[src/rtl/hyper_pkg.sv]
// Shared types and constants for the HyperBus controller
// Imported by the RTL modules and by the behavioural memory model
`default_nettype none

package hyper_pkg;

    // Command-address phase and data phase sizes
    localparam int CA_BYTES   = 6;
    localparam int WORD_BYTES = 4;

    // Register window layout
    localparam int                  REG_ADR_W   = 8;
    localparam logic [REG_ADR_W-1:0] REG_CFG    = 8'h00;
    localparam logic [REG_ADR_W-1:0] REG_STATUS = 8'h04;

    // CFG fields and their reset values
    localparam int               LAT_W       = 4;
    localparam logic [LAT_W-1:0] LAT_RESET   = 4'd6;
    localparam logic [LAT_W-1:0] LAT_MIN     = 4'd3;
    localparam int               CFG_RST_BIT = 8;

    // Command-address word, seen as fields or as the bytes on DQ
    // bytes[5] leaves first
    typedef union packed {
        struct packed {
            logic        rw;
            logic        addr_space;
            logic        burst_type;
            logic [28:0] row;
            logic [12:0] reserved;
            logic [2:0]  col;
        } f;
        logic [CA_BYTES-1:0][7:0] bytes;
    } ca_word_u;

endpackage

`default_nettype wire

[src/rtl/hyper_cfg_regs.sv]
// Configuration and status registers of the HyperBus controller
// CFG holds the latency and the device reset bit, STATUS counts memory transactions
// Accessed through the register window of the Wishbone responder
`timescale 1ns/1ps
`default_nettype none

module hyper_cfg_regs (
    input  logic                             sys_clk,
    input  logic                             rst_n_i,
    input  logic                             reg_stb_i,
    input  logic                             req_we_i,
    input  logic [hyper_pkg::REG_ADR_W-1:0]  req_adr_i,
    input  logic [31:0]                      req_wdat_i,
    input  logic                             txn_done_i,
    output logic                             reg_ack_o,
    output logic                             reg_err_o,
    output logic [31:0]                      reg_rdat_o,
    output logic [hyper_pkg::LAT_W-1:0]      cfg_latency_o,
    output logic                             hyper_reset_n_o
);
    import hyper_pkg::*;

    logic [LAT_W-1:0] lat_q;
    logic             dev_rst_n_q;
    logic [15:0]      txn_cnt_q;
    logic [LAT_W-1:0] lat_wr;
    logic [31:0]      cfg_word;
    logic             is_cfg;
    logic             is_status;

    assign is_cfg    = (req_adr_i == REG_CFG);
    assign is_status = (req_adr_i == REG_STATUS);

    // Clamp too short latencies
    assign lat_wr = (req_wdat_i[LAT_W-1:0] < LAT_MIN) ? LAT_MIN : req_wdat_i[LAT_W-1:0];

    always_comb begin
        cfg_word              = '0;
        cfg_word[LAT_W-1:0]   = lat_q;
        cfg_word[CFG_RST_BIT] = dev_rst_n_q;
    end

    always_ff @(posedge sys_clk) begin
        if (!rst_n_i) begin
            lat_q       <= LAT_RESET;
            dev_rst_n_q <= 1'b1;
            txn_cnt_q   <= '0;
            reg_ack_o   <= 1'b0;
            reg_err_o   <= 1'b0;
        end else begin
            reg_ack_o <= 1'b0;
            reg_err_o <= 1'b0;
            if (txn_done_i) begin
                txn_cnt_q <= txn_cnt_q + 16'd1;
            end
            if (reg_stb_i) begin
                if (req_we_i) begin
                    // STATUS is read only
                    if (is_cfg) begin
                        lat_q       <= lat_wr;
                        dev_rst_n_q <= req_wdat_i[CFG_RST_BIT];
                        reg_ack_o   <= 1'b1;
                    end else begin
                        reg_err_o <= 1'b1;
                    end
                end else begin
                    reg_ack_o <= is_cfg | is_status;
                    reg_err_o <= ~(is_cfg | is_status);
                end
            end
        end
    end

    always_ff @(posedge sys_clk) begin
        if (reg_stb_i && !req_we_i) begin
            reg_rdat_o <= is_status ? {16'h0000, txn_cnt_q} : cfg_word;
        end
    end

    assign cfg_latency_o   = lat_q;
    assign hyper_reset_n_o = dev_rst_n_q;

endmodule

`default_nettype wire

[src/rtl/hyper_txn_engine.sv]
// HyperBus transaction engine, one 32-bit word per transaction
// Sends the command-address word, waits the configured latency, then moves four bytes
// Started by a one-cycle strobe, ends with mem_ack_o and txn_done_o
`timescale 1ns/1ps
`default_nettype none

module hyper_txn_engine #(
    parameter int MemAddrWidth = 12
) (
    input  logic                        sys_clk,
    input  logic                        rst_n_i,
    input  logic                        mem_stb_i,
    input  logic                        req_we_i,
    input  logic [MemAddrWidth-1:0]     req_adr_i,
    input  logic [3:0]                  req_sel_i,
    input  logic [31:0]                 req_wdat_i,
    input  logic [hyper_pkg::LAT_W-1:0] cfg_latency_i,
    input  logic [7:0]                  hyper_dq_i,
    input  logic                        hyper_rwds_i,
    output logic                        mem_ack_o,
    output logic [31:0]                 mem_rdat_o,
    output logic                        txn_done_o,
    output logic                        hyper_cs_n_o,
    output logic                        hyper_ck_o,
    output logic                        hyper_ck_n_o,
    output logic [7:0]                  hyper_dq_o,
    output logic                        hyper_dq_oe_o,
    output logic                        hyper_rwds_o,
    output logic                        hyper_rwds_oe_o
);
    import hyper_pkg::*;

    localparam logic [2:0] ST_IDLE   = 3'd0;
    localparam logic [2:0] ST_CA     = 3'd1;
    localparam logic [2:0] ST_LAT    = 3'd2;
    localparam logic [2:0] ST_DATA   = 3'd3;
    localparam logic [2:0] ST_FINISH = 3'd4;

    logic [2:0]       state_q;
    logic [2:0]       cnt_q;
    logic [LAT_W-1:0] lat_cnt_q;
    logic             ck_q;
    ca_word_u         ca_d;
    ca_word_u         ca_q;
    logic             we_q;
    logic [3:0]       sel_q;
    logic [31:0]      wdat_q;
    logic [31:0]      rdat_q;
    logic             launch;
    logic             bus_active;
    logic             byte_take;

    assign launch     = (state_q == ST_IDLE) && mem_stb_i;
    assign bus_active = (state_q == ST_CA) || (state_q == ST_LAT) || (state_q == ST_DATA);
    // Writes move a byte every cycle, reads wait for RWDS
    assign byte_take  = (state_q == ST_DATA) && (we_q || hyper_rwds_i);

    // Byte address to 16-bit word address, row above the 3-bit column
    always_comb begin
        ca_d              = '0;
        ca_d.f.rw         = ~req_we_i;
        ca_d.f.addr_space = 1'b0;
        ca_d.f.burst_type = 1'b1;
        ca_d.f.row        = 29'(req_adr_i >> 4);
        ca_d.f.col        = req_adr_i[3:1];
    end

    always_ff @(posedge sys_clk) begin
        if (!rst_n_i) begin
            state_q   <= ST_IDLE;
            cnt_q     <= '0;
            lat_cnt_q <= '0;
            ck_q      <= 1'b0;
        end else begin
            ck_q <= bus_active ? ~ck_q : 1'b0;
            case (state_q)
                ST_IDLE: begin
                    if (mem_stb_i) begin
                        state_q   <= ST_CA;
                        cnt_q     <= '0;
                        lat_cnt_q <= cfg_latency_i;
                    end
                end
                ST_CA: begin
                    if (cnt_q == 3'(CA_BYTES - 1)) begin
                        state_q <= ST_LAT;
                        cnt_q   <= '0;
                    end else begin
                        cnt_q <= cnt_q + 3'd1;
                    end
                end
                ST_LAT: begin
                    // One cycle per count, down to 1
                    lat_cnt_q <= lat_cnt_q - LAT_W'(1);
                    if (lat_cnt_q == LAT_W'(1)) begin
                        state_q <= ST_DATA;
                    end
                end
                ST_DATA: begin
                    if (byte_take) begin
                        cnt_q <= cnt_q + 3'd1;
                        if (cnt_q == 3'(WORD_BYTES - 1)) begin
                            state_q <= ST_FINISH;
                        end
                    end
                end
                ST_FINISH: begin
                    state_q <= ST_IDLE;
                end
                default: begin
                    state_q <= ST_IDLE;
                end
            endcase
        end
    end

    // Request capture and byte shifting
    always_ff @(posedge sys_clk) begin
        if (launch) begin
            ca_q   <= ca_d;
            we_q   <= req_we_i;
            sel_q  <= req_sel_i;
            wdat_q <= req_wdat_i;
        end else if (state_q == ST_CA) begin
            ca_q.bytes <= {ca_q.bytes[CA_BYTES-2:0], 8'h00};
        end else if (byte_take) begin
            // Lowest byte lane goes first on DQ
            wdat_q <= {8'h00, wdat_q[31:8]};
            sel_q  <= {1'b0, sel_q[3:1]};
            if (!we_q) begin
                rdat_q <= {hyper_dq_i, rdat_q[31:8]};
            end
        end
    end

    assign hyper_cs_n_o    = ~bus_active;
    assign hyper_ck_o      = ck_q & bus_active;
    assign hyper_ck_n_o    = ~hyper_ck_o;
    assign hyper_dq_o      = (state_q == ST_CA) ? ca_q.bytes[CA_BYTES-1] : wdat_q[7:0];
    assign hyper_dq_oe_o   = (state_q == ST_CA) || ((state_q == ST_DATA) && we_q);
    assign hyper_rwds_oe_o = (state_q == ST_DATA) && we_q;
    // RWDS high masks the byte
    assign hyper_rwds_o    = hyper_rwds_oe_o & ~sel_q[0];

    assign mem_ack_o  = (state_q == ST_FINISH);
    assign txn_done_o = (state_q == ST_FINISH);
    assign mem_rdat_o = rdat_q;

endmodule

`default_nettype wire

[src/rtl/hyper_wb_resp.sv]
// Wishbone classic slave front end of the HyperBus controller
// Splits requests between the register block and the transaction engine
// and merges their answers into one response
`timescale 1ns/1ps
`default_nettype none

module hyper_wb_resp #(
    parameter int MemAddrWidth = 12
) (
    input  logic                    sys_clk,
    input  logic                    rst_n_i,
    input  logic                    wb_cyc_i,
    input  logic                    wb_stb_i,
    input  logic                    wb_we_i,
    input  logic [31:0]             wb_adr_i,
    input  logic [3:0]              wb_sel_i,
    input  logic [31:0]             wb_dat_i,
    input  logic                    reg_ack_i,
    input  logic                    reg_err_i,
    input  logic [31:0]             reg_rdat_i,
    input  logic                    mem_ack_i,
    input  logic [31:0]             mem_rdat_i,
    output logic                    reg_stb_o,
    output logic                    mem_stb_o,
    output logic                    req_we_o,
    output logic [MemAddrWidth-1:0] req_adr_o,
    output logic [3:0]              req_sel_o,
    output logic [31:0]             req_wdat_o,
    output logic [31:0]             wb_dat_o,
    output logic                    wb_ack_o,
    output logic                    wb_err_o
);
    import hyper_pkg::*;

    logic launch;
    logic reg_win;
    logic bad_adr;
    logic pending_q;
    logic loc_err_q;

    assign launch  = wb_cyc_i & wb_stb_i & ~pending_q;
    assign reg_win = wb_adr_i[MemAddrWidth];
    // Offsets beyond the register block, or unaligned memory words
    assign bad_adr = reg_win ? (|wb_adr_i[MemAddrWidth-1:REG_ADR_W]) : (|wb_adr_i[1:0]);

    assign reg_stb_o  = launch & reg_win & ~bad_adr;
    assign mem_stb_o  = launch & ~reg_win & ~bad_adr;
    assign req_we_o   = wb_we_i;
    assign req_adr_o  = wb_adr_i[MemAddrWidth-1:0];
    assign req_sel_o  = wb_sel_i;
    assign req_wdat_o = wb_dat_i;

    always_ff @(posedge sys_clk) begin
        if (!rst_n_i) begin
            pending_q <= 1'b0;
            loc_err_q <= 1'b0;
        end else begin
            loc_err_q <= launch & bad_adr;
            if (launch) begin
                pending_q <= 1'b1;
            end else if (wb_ack_o || wb_err_o) begin
                pending_q <= 1'b0;
            end
        end
    end

    // All sources are registered
    assign wb_ack_o = reg_ack_i | mem_ack_i;
    assign wb_err_o = reg_err_i | loc_err_q;
    assign wb_dat_o = mem_ack_i ? mem_rdat_i : reg_rdat_i;

endmodule

`default_nettype wire

[src/rtl/hyper_ctrl_top.sv]
// Top level of the Wishbone to HyperBus memory controller
// Upper half of the address window reaches the registers, lower half the memory
`timescale 1ns/1ps
`default_nettype none

module hyper_ctrl_top #(
    parameter int MemAddrWidth = 12
) (
    input  logic        sys_clk,
    input  logic        rst_n_i,
    input  logic        wb_cyc_i,
    input  logic        wb_stb_i,
    input  logic        wb_we_i,
    input  logic [31:0] wb_adr_i,
    input  logic [3:0]  wb_sel_i,
    input  logic [31:0] wb_dat_i,
    output logic [31:0] wb_dat_o,
    output logic        wb_ack_o,
    output logic        wb_err_o,
    output logic        hyper_cs_n_o,
    output logic        hyper_ck_o,
    output logic        hyper_ck_n_o,
    output logic        hyper_reset_n_o,
    output logic [7:0]  hyper_dq_o,
    output logic        hyper_dq_oe_o,
    input  logic [7:0]  hyper_dq_i,
    output logic        hyper_rwds_o,
    output logic        hyper_rwds_oe_o,
    input  logic        hyper_rwds_i
);
    import hyper_pkg::*;

    logic                    reg_stb;
    logic                    mem_stb;
    logic                    req_we;
    logic [MemAddrWidth-1:0] req_adr;
    logic [3:0]              req_sel;
    logic [31:0]             req_wdat;
    logic                    reg_ack;
    logic                    reg_err;
    logic [31:0]             reg_rdat;
    logic                    mem_ack;
    logic [31:0]             mem_rdat;
    logic [LAT_W-1:0]        cfg_latency;
    logic                    txn_done;

    hyper_wb_resp #(
        .MemAddrWidth (MemAddrWidth)
    ) i_wb_resp (
        .sys_clk    (sys_clk),
        .rst_n_i    (rst_n_i),
        .wb_cyc_i   (wb_cyc_i),
        .wb_stb_i   (wb_stb_i),
        .wb_we_i    (wb_we_i),
        .wb_adr_i   (wb_adr_i),
        .wb_sel_i   (wb_sel_i),
        .wb_dat_i   (wb_dat_i),
        .reg_ack_i  (reg_ack),
        .reg_err_i  (reg_err),
        .reg_rdat_i (reg_rdat),
        .mem_ack_i  (mem_ack),
        .mem_rdat_i (mem_rdat),
        .reg_stb_o  (reg_stb),
        .mem_stb_o  (mem_stb),
        .req_we_o   (req_we),
        .req_adr_o  (req_adr),
        .req_sel_o  (req_sel),
        .req_wdat_o (req_wdat),
        .wb_dat_o   (wb_dat_o),
        .wb_ack_o   (wb_ack_o),
        .wb_err_o   (wb_err_o)
    );

    // Register offset is the low part of the window address
    hyper_cfg_regs i_cfg_regs (
        .sys_clk         (sys_clk),
        .rst_n_i         (rst_n_i),
        .reg_stb_i       (reg_stb),
        .req_we_i        (req_we),
        .req_adr_i       (req_adr[REG_ADR_W-1:0]),
        .req_wdat_i      (req_wdat),
        .txn_done_i      (txn_done),
        .reg_ack_o       (reg_ack),
        .reg_err_o       (reg_err),
        .reg_rdat_o      (reg_rdat),
        .cfg_latency_o   (cfg_latency),
        .hyper_reset_n_o (hyper_reset_n_o)
    );

    hyper_txn_engine #(
        .MemAddrWidth (MemAddrWidth)
    ) i_txn_engine (
        .sys_clk         (sys_clk),
        .rst_n_i         (rst_n_i),
        .mem_stb_i       (mem_stb),
        .req_we_i        (req_we),
        .req_adr_i       (req_adr),
        .req_sel_i       (req_sel),
        .req_wdat_i      (req_wdat),
        .cfg_latency_i   (cfg_latency),
        .hyper_dq_i      (hyper_dq_i),
        .hyper_rwds_i    (hyper_rwds_i),
        .mem_ack_o       (mem_ack),
        .mem_rdat_o      (mem_rdat),
        .txn_done_o      (txn_done),
        .hyper_cs_n_o    (hyper_cs_n_o),
        .hyper_ck_o      (hyper_ck_o),
        .hyper_ck_n_o    (hyper_ck_n_o),
        .hyper_dq_o      (hyper_dq_o),
        .hyper_dq_oe_o   (hyper_dq_oe_o),
        .hyper_rwds_o    (hyper_rwds_o),
        .hyper_rwds_oe_o (hyper_rwds_oe_o)
    );

endmodule

`default_nettype wire

[config.mk]
export PLATFORM = sky130hd
export DESIGN_NAME = hyper_ctrl_top
export DESIGN_NICKNAME = d
export VERILOG_FILES = /design/src/rtl/hyper_pkg.sv /design/src/rtl/hyper_cfg_regs.sv /design/src/rtl/hyper_txn_engine.sv /design/src/rtl/hyper_wb_resp.sv /design/src/rtl/hyper_ctrl_top.sv
export SDC_FILE = /design/constraint.sdc
export NUM_CORES = 1
export LEC_CHECK = 0
export BUFFER_PORTS_ARGS = -buffer_cell sky130_fd_sc_hd__buf_4
export CAP_MARGIN = 20
export CORE_MARGIN = 1.5
export CORE_UTILIZATION = 45
export DETAILED_ROUTE_END_ITERATION = 10
export GPL_ROUTABILITY_DRIVEN = 1
export PLACE_DENSITY = 0.66
export SYNTH_ARGS = -nofsm -noshare
export SYNTH_HDL_FRONTEND = slang
export SYNTH_SLANG_ARGS = --single-unit
[constraint.sdc]
create_clock -name sys_clk -period 6.3 [get_ports sys_clk]
set_input_delay 0 -clock sys_clk [delete_from_list [all_inputs] [get_ports sys_clk]]
set_output_delay 0 -clock sys_clk [all_outputs]
set_load 0.02 [all_outputs]
== Word-level counts from Yosys, hierarchy flattened ==
Cells that the tools add are included.
Cells by class
  shift-type cells: 0
  reductions and logical operators: 27
  multipliers: 0
  bitwise logic cells: 24
  div/mod/pow operators: 0
  add/subtract/negate cells: 3
  magnitude comparators: 1
  equality and inequality tests: 14
  mux-type cells: 31
Operators with widths (number)
  $mux W32: 4
  $mux W48: 2
  $mux W3: 8
  $mux W4: 5
  $add A16 B1 Y16 const B: 1
  $not A1 Y1: 12
  $pmux W3 S4: 1
  $and A1 B1 Y1: 9
  $eq A3 B2 Y1 const B: 3
  $mux W9: 1
  $pmux W3 S3: 1
  $eq A8 B3 Y1 const B: 1
  $logic_not A8 Y1: 1
  $mux W8: 1
  $pmux W4 S2: 1
  $reduce_and A2 Y1: 4
  $reduce_bool A2 Y1: 4
  $mux W1: 7
  $eq A3 B3 Y1 const B: 2
  $ne A2 B1 Y1 const B: 3
  $ne A2 B2 Y1 const B: 3
  $reduce_and A3 Y1: 2
  $logic_or A1 B1 Y1: 5
  $reduce_and A5 Y1: 1
  other kinds (13): 18
Word-level totals
  bits in registers: 175
  memories: 0
  RAM bits: 0
  output and inout port bits: 49
  latch bits: 0
  logic and storage cells: 119
  bits in read-only memories: 0

== Logic depth before layout (Yosys ltp) ==
  depth in word-level cells: 7
  gate-level depth with buffers: 8
  depth with buffers taken out: 6

== Cells and area by module ==
A second synthesis with hierarchy kept.
Second synthesis, totals
  cell total of the unflattened synthesis: 684
  area total of the unflattened synthesis: 7388.3 um2
Modules (own cells, without submodules)
  hyper_txn_engine: instances 1, area an instance 4708.3 um2, cells an instance 421, seq. area each 3173.0 um2
  hyper_cfg_regs: instances 1, area an instance 1790.5 um2, cells an instance 164, seq. area each 940.9 um2
  hyper_wb_resp: instances 1, area an instance 889.6 um2, cells an instance 99, seq. area each 40.0 um2

== Worst setup path before layout ==
OpenSTA, ideal clock, no wires.
  path kind: reg2reg
  start point: reg i_txn_engine.state_q[0]
  end point: reg i_txn_engine.sel_q[0], enable pin
  arrival: 3.223 ns
  library setup time: 0.479 ns
  path buffers: 1
  required time: 5.821 ns
  cell stages (with the launch flop): 4
  slack: 2.598 ns
  cell sequence: dfxtp_1 -> buf_6 -> nand3b_1 -> o21ai_0
Between the ends
  cells in the longest elaborated chain, start to end: 4
  elaborated cells on any way between the ends: 8
  those cells by class: 3 x eq/ne; 5 x reduce/logical
Ends and longest elaborated chain
  start, declared: line hyper_txn_engine.sv:39  | logic [2:0] state_q;
  start signal, assigned: line hyper_txn_engine.sv:70  | state_q <= ST_IDLE;
  start signal, assigned: line hyper_txn_engine.sv:79  | state_q <= ST_CA;
  start signal, assigned: line hyper_txn_engine.sv:86  | state_q <= ST_LAT;
  $eq A3 B2 Y1 or $logic_not A3 Y1 (tied branches): line hyper_txn_engine.sv:56, hyper_txn_engine.sv:53
  $logic_and A1 B1 Y1, on equally long branches: line hyper_txn_engine.sv:56, hyper_txn_engine.sv:53
  $reduce_bool A2 Y1 (no source line) or $ne A2 B1 Y1 (tied branches)
  $reduce_and A2 Y1 (no source line) (*)
  end signal, assigned: line hyper_txn_engine.sv:122  | sel_q <= req_sel_i;
  end signal, assigned: line hyper_txn_engine.sv:129  | sel_q <= {1'b0, sel_q[3:1]};
  end, declared: line hyper_txn_engine.sv:46  | logic [3:0] sel_q;
Mark *: on every way between the ends. The rest lies on a longest branch, timed or not.
A chain may end at the register's enable or synchronous reset.

== Worst setup path after layout ==
  start point: reg i_wb_resp.pending_q
  end point: reg i_txn_engine.lat_cnt_q[0]
Between the ends
  cells in the longest elaborated chain, start to end: 6
Ends and longest elaborated chain
  start, declared: line hyper_wb_resp.sv:38  | logic pending_q;
  start signal, assigned: line hyper_wb_resp.sv:55  | pending_q <= 1'b0;
  start signal, assigned: line hyper_wb_resp.sv:60  | pending_q <= 1'b1;
  start signal, assigned: line hyper_wb_resp.sv:62  | pending_q <= 1'b0;
  $not A1 Y1: line hyper_wb_resp.sv:41  | assign launch = wb_cyc_i & wb_stb_i & ~pending_q;
  $and A1 B1 Y1: line hyper_wb_resp.sv:41
  $and A1 B1 Y1 (2 in series): line hyper_wb_resp.sv:47  | assign mem_stb_o = launch & ~reg_win & ~bad_adr;
  $ne A2 B1 Y1 (no source line)
  $reduce_and A2 Y1 (no source line)
  end signal, assigned: line hyper_txn_engine.sv:81  | lat_cnt_q <= cfg_latency_i;
  end signal, assigned: line hyper_txn_engine.sv:94  | lat_cnt_q <= lat_cnt_q - LAT_W'(1);
  end, declared: line hyper_txn_engine.sv:41  | logic [LAT_W-1:0] lat_cnt_q;
No other way between the ends.

==> reports/results.txt <==
Largest fanout of any net on the critical path = 76
Layout Nets = 879
Post-detailed-route via-to-cell ratio = 5.082
Layout area overhead = 31.88%
Drt drc = 5
Leading post-synthesis cells by cell area = sky130_fd_sc_hd__edfxtp_1 (43%), sky130_fd_sc_hd__dfxtp_1 (18%), sky130_fd_sc_hd__nand2_1 (9.7%)
Mean instance size in the synthesized netlist = 10.82 µm²
Number of antenna violations at the first check in global routing = 0
Endpoint class of the critical path = flip-flop
Setup TNS = 0 ps
Number of unique standard cell types used by synthesis = 60
Die footprint = 15820 µm²
Worst hold start = wb_adr_i[1]
Final period utilization = 41.01%
Max transition margin = 51.71%
Crit path DAT = 2930 ps
Most common library cell in the layout ignoring fill and taps = sky130_fd_sc_hd__nand2_1
Seq cells post-synth = 159
Status = finished with violations
Destination of the worst hold path = i_wb_resp.loc_err_q
Achievable Freq = 387.0 MHz
Kind of cell with the highest combined delay on the critical path = simple AND/OR/NAND/NOR gates
Slowest library cell on the worst path = sky130_fd_sc_hd__nand3_2
Minimum clock period after layout = 2584 ps
Most area-hungry cell type in the Yosys netlist = sky130_fd_sc_hd__edfxtp_1
TritonCTS clock tree = done
Final design area excluding fillers = 8949 µm²
CP Class = flip-flop to flip-flop
Unrepaired setup endpoints after global routing = no
Type of the worst min-delay path = primary input to flip-flop
Placement Setup Slack = 3731 ps
Final wirelength = 14500 µm
Number of gates resized after cts = 0
Startpoint kind of the worst setup timing path = flip-flop
Number of iterations in the first detailed-routing pass = 8
Fraction of registers with async set or reset after synthesis = 0%
Cells after Synth = 627
Nets in the synthesized netlist = 715
Final-report setup violation count = 0
Num CTS Buffers = 17
CTS root buffer = sky130_fd_sc_hd__clkbuf_16
Final Hold Vio Count = 0
Most frequently used flop master after synthesis = sky130_fd_sc_hd__edfxtp_1
Antenna fix cells = 0
ANT nets after route = 0
DR vias = 5021
Worst reg-to-reg path cell count = 6
Cell-by-cell listing of the critical path = and3b_1 > nand3_2 > inv_2 > buf_4 > a22oi_1 > a21oi_1
Tot GR Track Use = 18.48%
Deepest clock path buffer count = 2
# IOs = 131
Maximum number of pins on one net before global-route repair = 77
EDFF count, synth = 97
Core occupancy in the finished layout = 61.11%
Clock-pin transition on the worst setup and hold timing paths = 60 ps
Worst IR drop on VDD = 0.0002501 V
Grt total ovfl = 0
Standard cell area after detailed placement = 7712 µm²
Gp weighted congestion = 0.7984
CORE AREA = 14640 µm²
Die Span Y = 125.8 µm
R2R Setup Slk = 3720 ps
Number of standard-cell rows in the floorplan = 44
First-pass GRT wire length = 23100 µm
Number of buffers added for setup after CTS = 0
Power density relative to cell area = 314.9 nW/µm²
Number of cells on the worst hold path = 4
Transition time at the pin with the least slew margin = 724.4 ps
Post-route worst setup slack = 3716 ps
Commonest cells after routing, fill and taps aside = sky130_fd_sc_hd__nand2_1 (176), sky130_fd_sc_hd__buf_4 (117), sky130_fd_sc_hd__edfxtp_1 (97)
Placed wire-length estimate after detailed placement = 9099 µm
Wire length per cell after detailed routing = 14.68 µm
Launch instance of the worst register-to-register path = i_wb_resp.pending_q
Critical path data required time = 6650 ps
Netlist area before placement = 6785 µm²
Sequential-to-total area share from yosys stat = 61.22%
Number of design-rule violations left by the first detailed-router iteration = 407
Clock skew = 7.664 ps
Violations in the final reports = design-rule violations
Latest clock arrival within the worst-skew pair = 420 ps
Count of clock tree sinks = 159
X dimension of the die = 125.8 µm
Static Leak = 3.658 nW
Layout cell share with drive strength beyond 1 = 22.26%
Reported max-cap violation count = 0
# H-tree levels = 4
Initial Utilization = 46.33%
Total number of yosys warnings = 0
Number of global-route vias before repair = 4770
Portion of synthesized cell area occupied by the leading cell type = 42.93%
Fin. max-slew vios = 0
Crit path largest cell delay = 620 ps
Worst path buffer plus inverter count = 2
Terminus of the critical flop-to-flop path = i_txn_engine.lat_cnt_q[0]
Number of port buffers = 111
Non-filler cells in the finished layout = 988
Dpl cells = 895
cell type report:
| class | instances | area (µm²) |
|---|---|---|
| Fill cell | 1154 | 5695 |
| Sequential cell | 159 | 4154 |
| Multi-Input combinational cell | 422 | 2401 |
| Timing Repair Buffer | 178 | 1506 |
| Clock buffer | 17 | 425.4 |
| Tap cell | 184 | 230.2 |
| Clock inverter | 15 | 182.7 |
| Inverter | 13 | 48.80 |
repair_timing:
item                                   in CTS  in global routing
hold buffers                               60                  0
setup endpoints to repair                   0                  0
endpoints found under the hold margin      72                  0
Yosys cell counts (8+ instances only):
| cell type | n |
|---|---|
| sky130_fd_sc_hd__nor2_1 | 23 |
| sky130_fd_sc_hd__inv_1 | 11 |
| sky130_fd_sc_hd__mux2_1 | 10 |
| sky130_fd_sc_hd__nand2_1 | 176 |
| sky130_fd_sc_hd__edfxtp_1 | 97 |
| sky130_fd_sc_hd__mux2_2 | 11 |
| sky130_fd_sc_hd__a21oi_1 | 38 |
| sky130_fd_sc_hd__o21ai_0 | 9 |
| sky130_fd_sc_hd__nand3_1 | 16 |
| sky130_fd_sc_hd__dfxtp_1 | 62 |
| sky130_fd_sc_hd__buf_2 | 15 |
| sky130_fd_sc_hd__and2_1 | 47 |
| sky130_fd_sc_hd__clkbuf_1 | 8 |
through the flow:
stage,hold WS (ps),power (mW)
2_1_floorplan,98.87,1.616
3_3_place_gp,178.8,1.733
3_5_place_dp,179.3,1.753
4_1_cts,2.264,2.835
5_1_grt,14.61,2.942
6_report,15.59,2.818
tightest hold or removal path, delay by kind of cell:
kind	cells	cell delay, ps
buffers and inverters	1	110
and+or+nand+nor	3	290
layer usage:
layer | track usage [%] | wire length [µm] | vias to the layer above
met4 | 5.950 | 175 | 0
met2 | 30.35 | 7234 | 119
met5 | 0 | 0 | -
met3 | 4.503 | 694 | 17
li1 | - | - | 2482
met1 | 24.27 | 6398 | 2403
how the worst max path moves through the flow:
stage	start	endpoint	cells past startpoint
final	i_wb_resp.pending_q	i_txn_engine.lat_cnt_q[0]	6
after global placement	i_wb_resp.pending_q	i_txn_engine.lat_cnt_q[0]	6
after detailed placement	i_wb_resp.pending_q	i_txn_engine.lat_cnt_q[0]	6
after global routing	i_wb_resp.pending_q	i_txn_engine.lat_cnt_q[0]	6
after CTS	i_wb_resp.pending_q	i_txn_engine.lat_cnt_q[0]	6
after floorplan	i_txn_engine.state_q[0]	i_txn_engine.sel_q[0]	3
state kept, by name, indices dropped and copies added, names as in the netlist, 3 cells and up:
register                  flops
i_txn_engine.mem_rdat_o      32
i_cfg_regs.txn_cnt_q         16
i_txn_engine.cnt_q            3
i_txn_engine.wdat_q          32
i_txn_engine.sel_q            4
i_cfg_regs.reg_rdat_o        16
i_txn_engine.lat_cnt_q        4
i_txn_engine.ca_q            38
i_txn_engine.state_q          3
i_cfg_regs.cfg_latency_o      4
power breakdown:
part | internal, mW | switching (mW)
registers | 1.25 | 0.0735
logic | 0.199 | 0.249
clock network | 0.628 | 0.423
total | 2.07 | 0.745
cell families after synthesis:
logic type,Yosys count,share of synthesized area [%]
compound gates,67,5.772
xor+xnor,9,1.162
fa+ha+maj,6,1.106
buf+inv,46,3.669
flops,159,61.22
mux,26,4.223
other cells,1,0.05527
simple gates,313,22.79
(Power assumes the default switching activity.)
